File: src/verilog/console_pkg.sv
// Console package: states, status codes, event and status structs, game tables and timing
package console_pkg;

    //----------------------------------------------------------------------
    // Sizes and timing
    //----------------------------------------------------------------------
    localparam int NUM_BUTTONS   = 7;
    localparam int NUM_GAMES     = 2;
    localparam int PAUSE_CYCLES  = 20;
    localparam int PAUSE_COUNT_W = $clog2(PAUSE_CYCLES);

    // Status codes shown on the display
    localparam logic [3:0] CODE_IDLE     = 4'd0;
    localparam logic [3:0] CODE_PAUSE    = 4'd1;
    localparam logic [3:0] CODE_PREPARE  = 4'd2;
    localparam logic [3:0] CODE_FINISHED = 4'd3;
    localparam logic [3:0] CODE_WAITING  = 4'd4;
    localparam logic [3:0] CODE_ACTIVE   = 4'd5;
    localparam logic [3:0] CODE_OVER     = 4'd6;

    //----------------------------------------------------------------------
    // Game tables, entries are button indices
    //----------------------------------------------------------------------
    localparam logic [2:0] SEQUENCE_TABLE [0:7] = '{
        3'd3, 3'd0, 3'd5, 3'd1, 3'd6, 3'd2, 3'd4, 3'd0
    };
    localparam logic [3:0] SEQ_LEN_EASY = 4'd4;
    localparam logic [3:0] SEQ_LEN_HARD = 4'd8;

    localparam logic [2:0] RECIPE_TABLE [0:5] = '{
        3'd1, 3'd4, 3'd2, 3'd6, 3'd0, 3'd5
    };
    localparam logic [3:0] RECIPE_LEN_EASY = 4'd4;
    localparam logic [3:0] RECIPE_LEN_HARD = 4'd6;

    typedef enum logic [2:0] {
        SESSION_IDLE,
        SESSION_PREPARE,
        SESSION_PAUSE,
        SESSION_LAUNCH,
        SESSION_PLAY,
        SESSION_FINISHED
    } session_state_t;

    typedef enum logic [1:0] {
        GAME_WAITING,
        GAME_ACTIVE,
        GAME_OVER
    } game_state_t;

    typedef struct packed {
        logic                   start;
        logic [NUM_BUTTONS-1:0] press;
    } button_event_t;

    typedef struct packed {
        logic [3:0]             state_code;
        logic [NUM_BUTTONS-1:0] last_move;
        logic [3:0]             score;
        logic                   done;
    } game_status_t;

    // One-hot press to button index
    function automatic logic [2:0] onehot_to_index(input logic [NUM_BUTTONS-1:0] onehot);
        logic [2:0] index;
        index = 3'd0;
        for (int i = 0; i < NUM_BUTTONS; i++) begin
            if (onehot[i]) begin
                index = i[2:0];
            end
        end
        return index;
    endfunction

    function automatic logic [3:0] game_state_code(input game_state_t game_state);
        case (game_state)
            GAME_ACTIVE: return CODE_ACTIVE;
            GAME_OVER:   return CODE_OVER;
            default:     return CODE_WAITING;
        endcase
    endfunction

endpackage
File: src/verilog/console_top.sv
// Console top: conditioner, session controller, both minigames and status display
`timescale 1ns/1ps

module console_top (
    input  logic                                clock,
    input  logic                                reset,
    input  logic                                start_n,
    input  logic                                difficulty,
    input  logic [1:0]                          minigame,
    input  logic [console_pkg::NUM_BUTTONS-1:0] buttons_n,
    output logic [1:0]                          minigame_out,
    output logic [3:0]                          status_code,
    output logic [console_pkg::NUM_BUTTONS-1:0] move_out,
    output logic [3:0]                          score_out,
    output logic                                game_done,
    output logic [6:0]                          status_segments
);
    import console_pkg::*;

    button_event_t  events;
    session_state_t session_state;
    game_status_t   status_0;
    game_status_t   status_1;
    logic [1:0]     selected_game;
    logic [1:0]     launch;
    logic           level;
    logic           selected_done;

    // Game 0 is the sequence game, game 1 the recipe game
    assign selected_done = selected_game[0] ? status_1.done : status_0.done;
    assign minigame_out  = selected_game;

    button_conditioner conditioner0 (
        .clock     (clock),
        .reset     (reset),
        .start_n   (start_n),
        .buttons_n (buttons_n),
        .events    (events)
    );

    session_controller controller0 (
        .clock         (clock),
        .reset         (reset),
        .start         (events.start),
        .minigame      (minigame),
        .difficulty    (difficulty),
        .selected_done (selected_done),
        .state         (session_state),
        .selected_game (selected_game),
        .level         (level),
        .launch        (launch)
    );

    sequence_game sequence0 (
        .clock  (clock),
        .reset  (reset),
        .launch (launch[0]),
        .level  (level),
        .press  (events.press),
        .status (status_0)
    );

    recipe_game recipe0 (
        .clock  (clock),
        .reset  (reset),
        .launch (launch[1]),
        .level  (level),
        .press  (events.press),
        .status (status_1)
    );

    status_display display0 (
        .state         (session_state),
        .selected_game (selected_game),
        .status_0      (status_0),
        .status_1      (status_1),
        .status_code   (status_code),
        .move_out      (move_out),
        .score_out     (score_out),
        .game_done     (game_done),
        .segments      (status_segments)
    );

endmodule

File: src/verilog/status_display.sv
// Status display: game status mux, session code substitution and seven-segment decoder
`timescale 1ns/1ps

module status_display (
    input  console_pkg::session_state_t         state,
    input  logic [1:0]                          selected_game,
    input  console_pkg::game_status_t           status_0,
    input  console_pkg::game_status_t           status_1,
    output logic [3:0]                          status_code,
    output logic [console_pkg::NUM_BUTTONS-1:0] move_out,
    output logic [3:0]                          score_out,
    output logic                                game_done,
    output logic [6:0]                          segments
);
    import console_pkg::*;

    game_status_t selected;

    assign selected = selected_game[0] ? status_1 : status_0;

    //----------------------------------------------------------------------
    // Code selection
    //----------------------------------------------------------------------
    always_comb begin
        status_code = CODE_IDLE;
        move_out    = '0;
        score_out   = 4'd0;
        game_done   = 1'b0;
        case (state)
            SESSION_PREPARE: status_code = CODE_PREPARE;
            // Launch is a single cycle, shown as part of the pause
            SESSION_PAUSE,
            SESSION_LAUNCH:  status_code = CODE_PAUSE;
            SESSION_PLAY: begin
                status_code = selected.state_code;
                move_out    = selected.last_move;
                score_out   = selected.score;
            end
            SESSION_FINISHED: begin
                status_code = selected.state_code;
                move_out    = selected.last_move;
                score_out   = selected.score;
                game_done   = selected.done;
            end
            default: status_code = CODE_IDLE;
        endcase
    end

    // Hex digit, segments ordered g down to a, low means lit
    always_comb begin
        case (status_code)
            4'h0: segments = 7'b1000000;
            4'h1: segments = 7'b1111001;
            4'h2: segments = 7'b0100100;
            4'h3: segments = 7'b0110000;
            4'h4: segments = 7'b0011001;
            4'h5: segments = 7'b0010010;
            4'h6: segments = 7'b0000010;
            4'h7: segments = 7'b1111000;
            4'h8: segments = 7'b0000000;
            4'h9: segments = 7'b0010000;
            4'ha: segments = 7'b0001000;
            4'hb: segments = 7'b0000011;
            4'hc: segments = 7'b1000110;
            4'hd: segments = 7'b0100001;
            4'he: segments = 7'b0000110;
            default: segments = 7'b0001110;
        endcase
    end

endmodule

File: src/verilog/recipe_game.sv
// Recipe game: score a fixed number of ingredient presses against the recipe table
`timescale 1ns/1ps

module recipe_game (
    input  logic                                clock,
    input  logic                                reset,
    input  logic                                launch,
    input  logic                                level,
    input  logic [console_pkg::NUM_BUTTONS-1:0] press,
    output console_pkg::game_status_t           status
);
    import console_pkg::*;

    game_state_t            state;
    logic [3:0]             position;
    logic [3:0]             score;
    logic [NUM_BUTTONS-1:0] last_move;
    logic                   done;
    logic [3:0]             recipe_len;
    logic                   press_valid;
    logic                   press_match;
    logic                   last_step;

    assign recipe_len  = level ? RECIPE_LEN_HARD : RECIPE_LEN_EASY;
    assign press_valid = (state == GAME_ACTIVE) && (press != '0);
    assign press_match = onehot_to_index(press) == RECIPE_TABLE[position[2:0]];
    assign last_step   = (position + 4'd1) == recipe_len;

    always_ff @(posedge clock or posedge reset) begin
        if (reset) begin
            state     <= GAME_WAITING;
            position  <= 4'd0;
            score     <= 4'd0;
            last_move <= '0;
            done      <= 1'b0;
        end else if (launch) begin
            state     <= GAME_ACTIVE;
            position  <= 4'd0;
            score     <= 4'd0;
            last_move <= '0;
            done      <= 1'b0;
        end else if (press_valid) begin
            // Every ingredient uses up a slot, right or wrong
            last_move <= press;
            position  <= position + 4'd1;
            score     <= score + {3'd0, press_match};
            if (last_step) begin
                state <= GAME_OVER;
                done  <= 1'b1;
            end
        end
    end

    assign status = '{
        state_code: game_state_code(state),
        last_move:  last_move,
        score:      score,
        done:       done
    };

endmodule

File: src/verilog/sequence_game.sv
// Sequence game: repeat the stored button sequence, ending at the first mistake
`timescale 1ns/1ps

module sequence_game (
    input  logic                                clock,
    input  logic                                reset,
    input  logic                                launch,
    input  logic                                level,
    input  logic [console_pkg::NUM_BUTTONS-1:0] press,
    output console_pkg::game_status_t           status
);
    import console_pkg::*;

    game_state_t            state;
    logic [3:0]             position;
    logic [3:0]             score;
    logic [NUM_BUTTONS-1:0] last_move;
    logic                   done;
    logic [3:0]             seq_len;
    logic                   press_valid;
    logic                   press_correct;
    logic                   last_step;

    assign seq_len       = level ? SEQ_LEN_HARD : SEQ_LEN_EASY;
    assign press_valid   = (state == GAME_ACTIVE) && (press != '0);
    assign press_correct = onehot_to_index(press) == SEQUENCE_TABLE[position[2:0]];
    assign last_step     = (position + 4'd1) == seq_len;

    always_ff @(posedge clock or posedge reset) begin
        if (reset) begin
            state     <= GAME_WAITING;
            position  <= 4'd0;
            score     <= 4'd0;
            last_move <= '0;
            done      <= 1'b0;
        end else if (launch) begin
            state     <= GAME_ACTIVE;
            position  <= 4'd0;
            score     <= 4'd0;
            last_move <= '0;
            done      <= 1'b0;
        end else if (press_valid) begin
            last_move <= press;
            if (press_correct) begin
                score    <= score + 4'd1;
                position <= position + 4'd1;
                // Whole sequence repeated
                if (last_step) begin
                    state <= GAME_OVER;
                    done  <= 1'b1;
                end
            end else begin
                state <= GAME_OVER;
                done  <= 1'b1;
            end
        end
    end

    assign status = '{
        state_code: game_state_code(state),
        last_move:  last_move,
        score:      score,
        done:       done
    };

endmodule

File: src/verilog/session_controller.sv
// Session controller: session FSM, pause counter, selection latch and game launch pulses
`timescale 1ns/1ps

module session_controller (
    input  logic                        clock,
    input  logic                        reset,
    input  logic                        start,
    input  logic [1:0]                  minigame,
    input  logic                        difficulty,
    input  logic                        selected_done,
    output console_pkg::session_state_t state,
    output logic [1:0]                  selected_game,
    output logic                        level,
    output logic [1:0]                  launch
);
    import console_pkg::*;

    session_state_t           next_state;
    logic [PAUSE_COUNT_W-1:0] pause_count;
    logic                     pause_done;
    logic                     selection_valid;
    logic                     latch_selection;

    assign selection_valid = selected_game < 2'(NUM_GAMES);
    assign pause_done      = pause_count == PAUSE_COUNT_W'(PAUSE_CYCLES - 1);

    // Sample on the start press too, so prepare judges the fresh choice
    assign latch_selection = (state == SESSION_PREPARE) ||
                             (start && (state == SESSION_IDLE || state == SESSION_FINISHED));

    //----------------------------------------------------------------------
    // State register and next state
    //----------------------------------------------------------------------
    always_ff @(posedge clock or posedge reset) begin
        if (reset) begin
            state <= SESSION_IDLE;
        end else begin
            state <= next_state;
        end
    end

    always_comb begin
        next_state = state;
        case (state)
            SESSION_IDLE: begin
                if (start) begin
                    next_state = SESSION_PREPARE;
                end
            end
            SESSION_PREPARE: begin
                if (selection_valid) begin
                    next_state = SESSION_PAUSE;
                end
            end
            SESSION_PAUSE: begin
                if (pause_done) begin
                    next_state = SESSION_LAUNCH;
                end
            end
            SESSION_LAUNCH: next_state = SESSION_PLAY;
            SESSION_PLAY: begin
                if (selected_done) begin
                    next_state = SESSION_FINISHED;
                end
            end
            SESSION_FINISHED: begin
                if (start) begin
                    next_state = SESSION_PREPARE;
                end
            end
            default: next_state = SESSION_IDLE;
        endcase
    end

    //----------------------------------------------------------------------
    // Pause counter and selection latch
    //----------------------------------------------------------------------
    always_ff @(posedge clock or posedge reset) begin
        if (reset) begin
            pause_count   <= '0;
            selected_game <= 2'd0;
            level         <= 1'b0;
        end else begin
            // Held at zero outside pause
            if (state == SESSION_PAUSE) begin
                pause_count <= pause_count + PAUSE_COUNT_W'(1);
            end else begin
                pause_count <= '0;
            end
            if (latch_selection) begin
                selected_game <= minigame;
                level         <= difficulty;
            end
        end
    end

    // One launch bit, for the chosen game only
    assign launch = (state == SESSION_LAUNCH) ? (2'b01 << selected_game) : 2'b00;

endmodule

File: src/verilog/button_conditioner.sv
// Button conditioner: pin inversion, two-flop synchronizer and rising-edge press pulses
`timescale 1ns/1ps

module button_conditioner (
    input  logic                                clock,
    input  logic                                reset,
    input  logic                                start_n,
    input  logic [console_pkg::NUM_BUTTONS-1:0] buttons_n,
    output console_pkg::button_event_t          events
);
    import console_pkg::*;

    // Bit NUM_BUTTONS is start, the rest are the game buttons
    logic [NUM_BUTTONS:0]   pins;
    logic [NUM_BUTTONS:0]   sync_1;
    logic [NUM_BUTTONS:0]   sync_2;
    logic [NUM_BUTTONS:0]   level_prev;
    logic [NUM_BUTTONS:0]   rising;
    logic [NUM_BUTTONS-1:0] rising_buttons;
    logic [NUM_BUTTONS-1:0] press_lowest;

    // Board buttons pull low when pressed
    assign pins = ~{start_n, buttons_n};

    assign rising         = sync_2 & ~level_prev;
    assign rising_buttons = rising[NUM_BUTTONS-1:0];

    // Keep only the lowest set bit
    assign press_lowest = rising_buttons & (~rising_buttons + NUM_BUTTONS'(1));

    always_ff @(posedge clock or posedge reset) begin
        if (reset) begin
            sync_1     <= '0;
            sync_2     <= '0;
            level_prev <= '0;
            events     <= '0;
        end else begin
            sync_1       <= pins;
            sync_2       <= sync_1;
            level_prev   <= sync_2;
            events.start <= rising[NUM_BUTTONS];
            events.press <= press_lowest;
        end
    end

endmodule

File: config.mk
export PLATFORM = sky130hd
export DESIGN_NAME = console_top
export DESIGN_NICKNAME = d
export VERILOG_FILES = /design/src/verilog/console_pkg.sv /design/src/verilog/console_top.sv /design/src/verilog/status_display.sv /design/src/verilog/recipe_game.sv /design/src/verilog/sequence_game.sv /design/src/verilog/session_controller.sv /design/src/verilog/button_conditioner.sv
export SDC_FILE = /design/constraint.sdc
export NUM_CORES = 1
export LEC_CHECK = 0
export CORE_UTILIZATION = 45
export CTS_BUF_LIST = sky130_fd_sc_hd__clkbuf_8
export CTS_CLUSTER_DIAMETER = 40
export DETAILED_ROUTE_END_ITERATION = 10
export DONT_BUFFER_PORTS = 1
export SYNTH_ARGS = -nofsm -noshare
export SYNTH_HDL_FRONTEND = slang
export SYNTH_SLANG_ARGS = --single-unit
export TNS_END_PERCENT = 30
File: constraint.sdc
create_clock -name clock -period 5.81 [get_ports clock]
set_clock_uncertainty 0.15 [all_clocks]
set_input_delay 0.581 -clock clock [delete_from_list [all_inputs] [get_ports clock]]
set_output_delay 0.581 -clock clock [all_outputs]
set_load 0.1 [all_outputs]
==> impl_metrics.tcl <==
set metrics [dict create \
    routed_wirelength_um 6440 \
    post-synth-top-area-cell "sky130_fd_sc_hd__dfrtp_1" \
    synthArstFlopShare_pct 100 \
    io_buffers 0 \
    routed-via-count 2349 \
    wl_per_cell_um 14.0 \
    synth_compound_area_share_pct 5.54 \
    seq_area_sq_mm 0.00193 \
    tritoncts "built" \
    clkPwrFrac_pct 19.8 \
    int_power_mw 1.12 \
    yosys-mux-area-fraction_pct 10.1 \
    floorplan.rows 32 \
    maxCapViolCount 0 \
    grt_pass1_vias 2292 \
    place.detailed.hpwl_um 4440 \
    avgSynthCellArea_sq_um 10.7 \
    clkTransAtPathRegs_ns 0.09 \
    grt_first_pass_wirelength_um 11300 \
    full_die_area_sq_mm 0.00865 \
    hold_ws_ns 0.127 \
    die_x_um 93.0 \
    ctsRootBufferMaster "sky130_fd_sc_hd__clkbuf_8" \
    layout_worst_path_cycle_share_pct 72.0 \
    pwr-share-seq_pct 38.3 \
    num-nets-final 384 \
    dominant_combinational_cell_family_by_area_after_synthesis "simple AND/OR/NAND/NOR gates" \
    clockBufferDepth 2 \
    final-max-slew-violation-count 0 \
    outcome "finished, final reports clean" \
    synth_instances 349 \
    cts.repair_timing.setup_buffer_count 0 \
    p_leak_nw 1.87 \
    mostFrequentLayoutCells "76 x sky130_fd_sc_hd__dfrtp_1, 47 x sky130_fd_sc_hd__nor2_1, 32 x sky130_fd_sc_hd__mux2i_1" \
    vias_per_cell 5.12 \
    synthAdderAreaFrac_pct 6.38 \
    grt_setup_unrepaired "false" \
    crit_path_start_kind "register" \
    number_of_enable_flip_flop_cells_after_synthesis 0 \
    ant_nets 0 \
    report.final.setup_viol 0 \
    critical-path-slowest-cell "sky130_fd_sc_hd__dfrtp_2" \
    die_height_um 93.0 \
    antenna_diode_instance_count 0 \
    drt_first_pass_iters 4 \
    layout_cells_sized_above_1_pct 15.1 \
    fin_tns_setup_ns 0 \
    ctsHtreeMaxLevel 3 \
    power.switching_fraction_pct 48.1 \
    ys_seq_area_share_pct 51.7 \
    critical_path_depth 8 \
    crit_buf_inv 2 \
    hold_viol 0 \
    syn_to_final_growth_pct 9.71 \
    synth.ff_latch_count 77 \
    switchingPower_mw 1.04 \
    multi_input_comb_area_sq_mm 0.00169 \
    pin_count_of_the_biggest_net_entering_global_routing 78 \
    prevailing_post_synth_register_cell "sky130_fd_sc_hd__dfrtp_1" \
    fmax_mhz 239 \
    antenna_found_initial 0 \
    cts_buffers 9 \
    critical_path.max_fanout 20 \
    worst_setup_path_endpoint "status_segments[0]" \
    cp-startpoint "controller0.selected_game[0]" \
    vdd.ir_drop.worst_mv 0.326 \
    num-fill-cells 721 \
    critical_path.endpoint_type "output pin" \
    grt_overflow_total 0 \
    post_synth_xor_area_fraction_pct 4.47 \
    core_area_sq_mm 0.00785 \
    tightestPinTransition_ns 1.17 \
    synthesis.yosys.warnings 0 \
    cts_num_sinks 77 \
    period_minus_slack_ns 4.18 \
    ff2ff_path_depth 5 \
    routabilityCongestion 0.777 \
    initial_core_util_pct 47.5 \
    clk-insertion-delay-late_ns 0.35 \
    critical-path-max-stage-delay_ns 0.76 \
    layout_commonest_cell "sky130_fd_sc_hd__dfrtp_1" \
    synth_cell_types 45 \
    r2r_end "sequence0.score[3]" \
    cp_data_required_time_ns 5.08 \
    crit_type "reg -> out" \
    synthesis.nets 381 \
    synth_area_leaders "sky130_fd_sc_hd__dfrtp_1 52%, sky130_fd_sc_hd__mux2i_1 8.9%, sky130_fd_sc_hd__ha_1 6.4%" \
    regToRegSetupSlack_ns 3.29 \
    cpLargestDelayFamily "simple AND/OR/NAND/NOR gates" \
    post_cts_resize_count 0 \
    detail_route.iter0.violations 85 \
    worstReg2RegStart "conditioner0.events[4]" \
    power.share.combinational_pct 41.9 \
    grt_use_total_pct 17.0 \
    postCtsHoldBufs 0 \
    yosys.area.top_type_share_pct 51.7 \
    yosys.area_share.simple_pct 17.3 \
    top_level_ports 38 \
    synthesis.area_sq_mm 0.00372 \
    slew_headroom_pct 21.3 \
    cp_data_arrival_time_ns 3.45 \
    drt_drc_violations_left 0 \
    type_of_the_worst_min_delay_path "in -> reg" \
    power-per-cell-area_mw_per_mm2 527 \
    timing.critical_path.cells "or3b_2 -> a21boi_0 -> o21ai_0 -> inv_1 -> buf_4 -> ha_1 -> nand2b_1 -> nand2_1" \
]
[worst register-to-register path, stage by stage, from the launching register on]
cell and delay, ns:
sky130_fd_sc_hd__dfrtp_1 0.47, sky130_fd_sc_hd__nor3_2 0.13, sky130_fd_sc_hd__a21oi_2 0.62, sky130_fd_sc_hd__nand4_2 0.45, sky130_fd_sc_hd__or3_1 0.47, sky130_fd_sc_hd__a21oi_1 0.15
[registers in the layout, summed over array words and instances, names as in the netlist]
register,cells
conditioner0.events,8
conditioner0.level_prev,8
conditioner0.sync_1,8
conditioner0.sync_2,8
recipe0.last_move,7
sequence0.last_move,7
controller0.pause_count,5
recipe0.position,4
recipe0.score,4
sequence0.position,4
sequence0.score,4
controller0.state,3
controller0.selected_game,2
sequence0.state,2
controller0.level,1
recipe0.done,1
recipe0.state,1
[per-stage QoR]
stage | worst slack (ns) | util [%] | power, mW | cell area, sq um | instances
floorplan | 0.371 | - | 1.59 | 3720 | 349
global placement | 2.02 | 49.4 | 1.73 | 3870 | 443
detailed placement | 1.99 | 49.4 | 1.75 | 3870 | 443
CTS | 1.58 | 52.1 | 2.18 | 4090 | 459
global route | 1.40 | 52.1 | 2.29 | 4090 | 459
finish | 1.63 | 52.1 | 2.15 | 4090 | 459
[power by group through the flow]
stage	clock network, mW	logic [mW]	registers, mW
2_1_floorplan	0	0.830	0.763
3_3_place_gp	0	0.894	0.832
3_5_place_dp	0	0.910	0.836
4_1_cts	0.445	0.913	0.826
5_1_grt	0.467	0.977	0.845
6_report	0.427	0.903	0.824
[area by class of cell]
class	instances	share of cell area [%]
sequential	77	47.2
multi-input combinational	235	41.3
clock buffer	10	3.37
tap	102	3.12
inverter	23	2.11
clock inverter	6	1.84
timing repair buffer	6	1.10
[how the worst min path moves through the flow]
stage                            from                     end  slack, ns  cells after the start
2_1_floorplan  conditioner0.sync_1[0]  conditioner0.sync_2[0]       0.18                      0
3_3_place_gp   conditioner0.sync_1[7]  conditioner0.sync_2[7]       0.18                      0
3_5_place_dp   conditioner0.sync_1[3]  conditioner0.sync_2[3]       0.19                      0
4_1_cts                  buttons_n[6]  conditioner0.sync_1[6]       0.10                      1
5_1_grt                  buttons_n[6]  conditioner0.sync_1[6]        0.1                      1
6_report                 buttons_n[6]  conditioner0.sync_1[6]       0.13                      1
[cells in the mapped netlist, types with 5 or more instances]
library cell / count
sky130_fd_sc_hd__xnor2_1: 10
sky130_fd_sc_hd__nor2_1: 47
sky130_fd_sc_hd__nor2b_1: 18
sky130_fd_sc_hd__or3_1: 5
sky130_fd_sc_hd__nand2_1: 14
sky130_fd_sc_hd__nor3_1: 6
sky130_fd_sc_hd__xor2_1: 9
sky130_fd_sc_hd__clkbuf_1: 6
sky130_fd_sc_hd__mux2i_1: 33
sky130_fd_sc_hd__dfrtp_1: 77
sky130_fd_sc_hd__inv_1: 22
sky130_fd_sc_hd__ha_1: 19
sky130_fd_sc_hd__a21oi_1: 12
sky130_fd_sc_hd__nand3_1: 8
sky130_fd_sc_hd__o21ai_0: 8
sky130_fd_sc_hd__nand2b_1: 10
[metal layers]
metal	global-route usage (%)	routed length, um	share of wire (%)
met2	27.0	3040	47
met5	0	0	0
met4	5.77	76	1.2
met3	5.93	292	4.5
met1	21.5	3030	47
[kinds of logic (layout without fill, tap and decap cells)]
logic type	Yosys count	in the layout
AOI/OAI and AO/OA	33	33
xor gates and xnor gates	19	19
adders and majority gates	19	19
buffers and inverters	37	45
DFF	77	77
muxes	37	37
other	1	1
and+or+nand+nor	126	126
No activity file was read; power rests on OpenSTA's default activity.
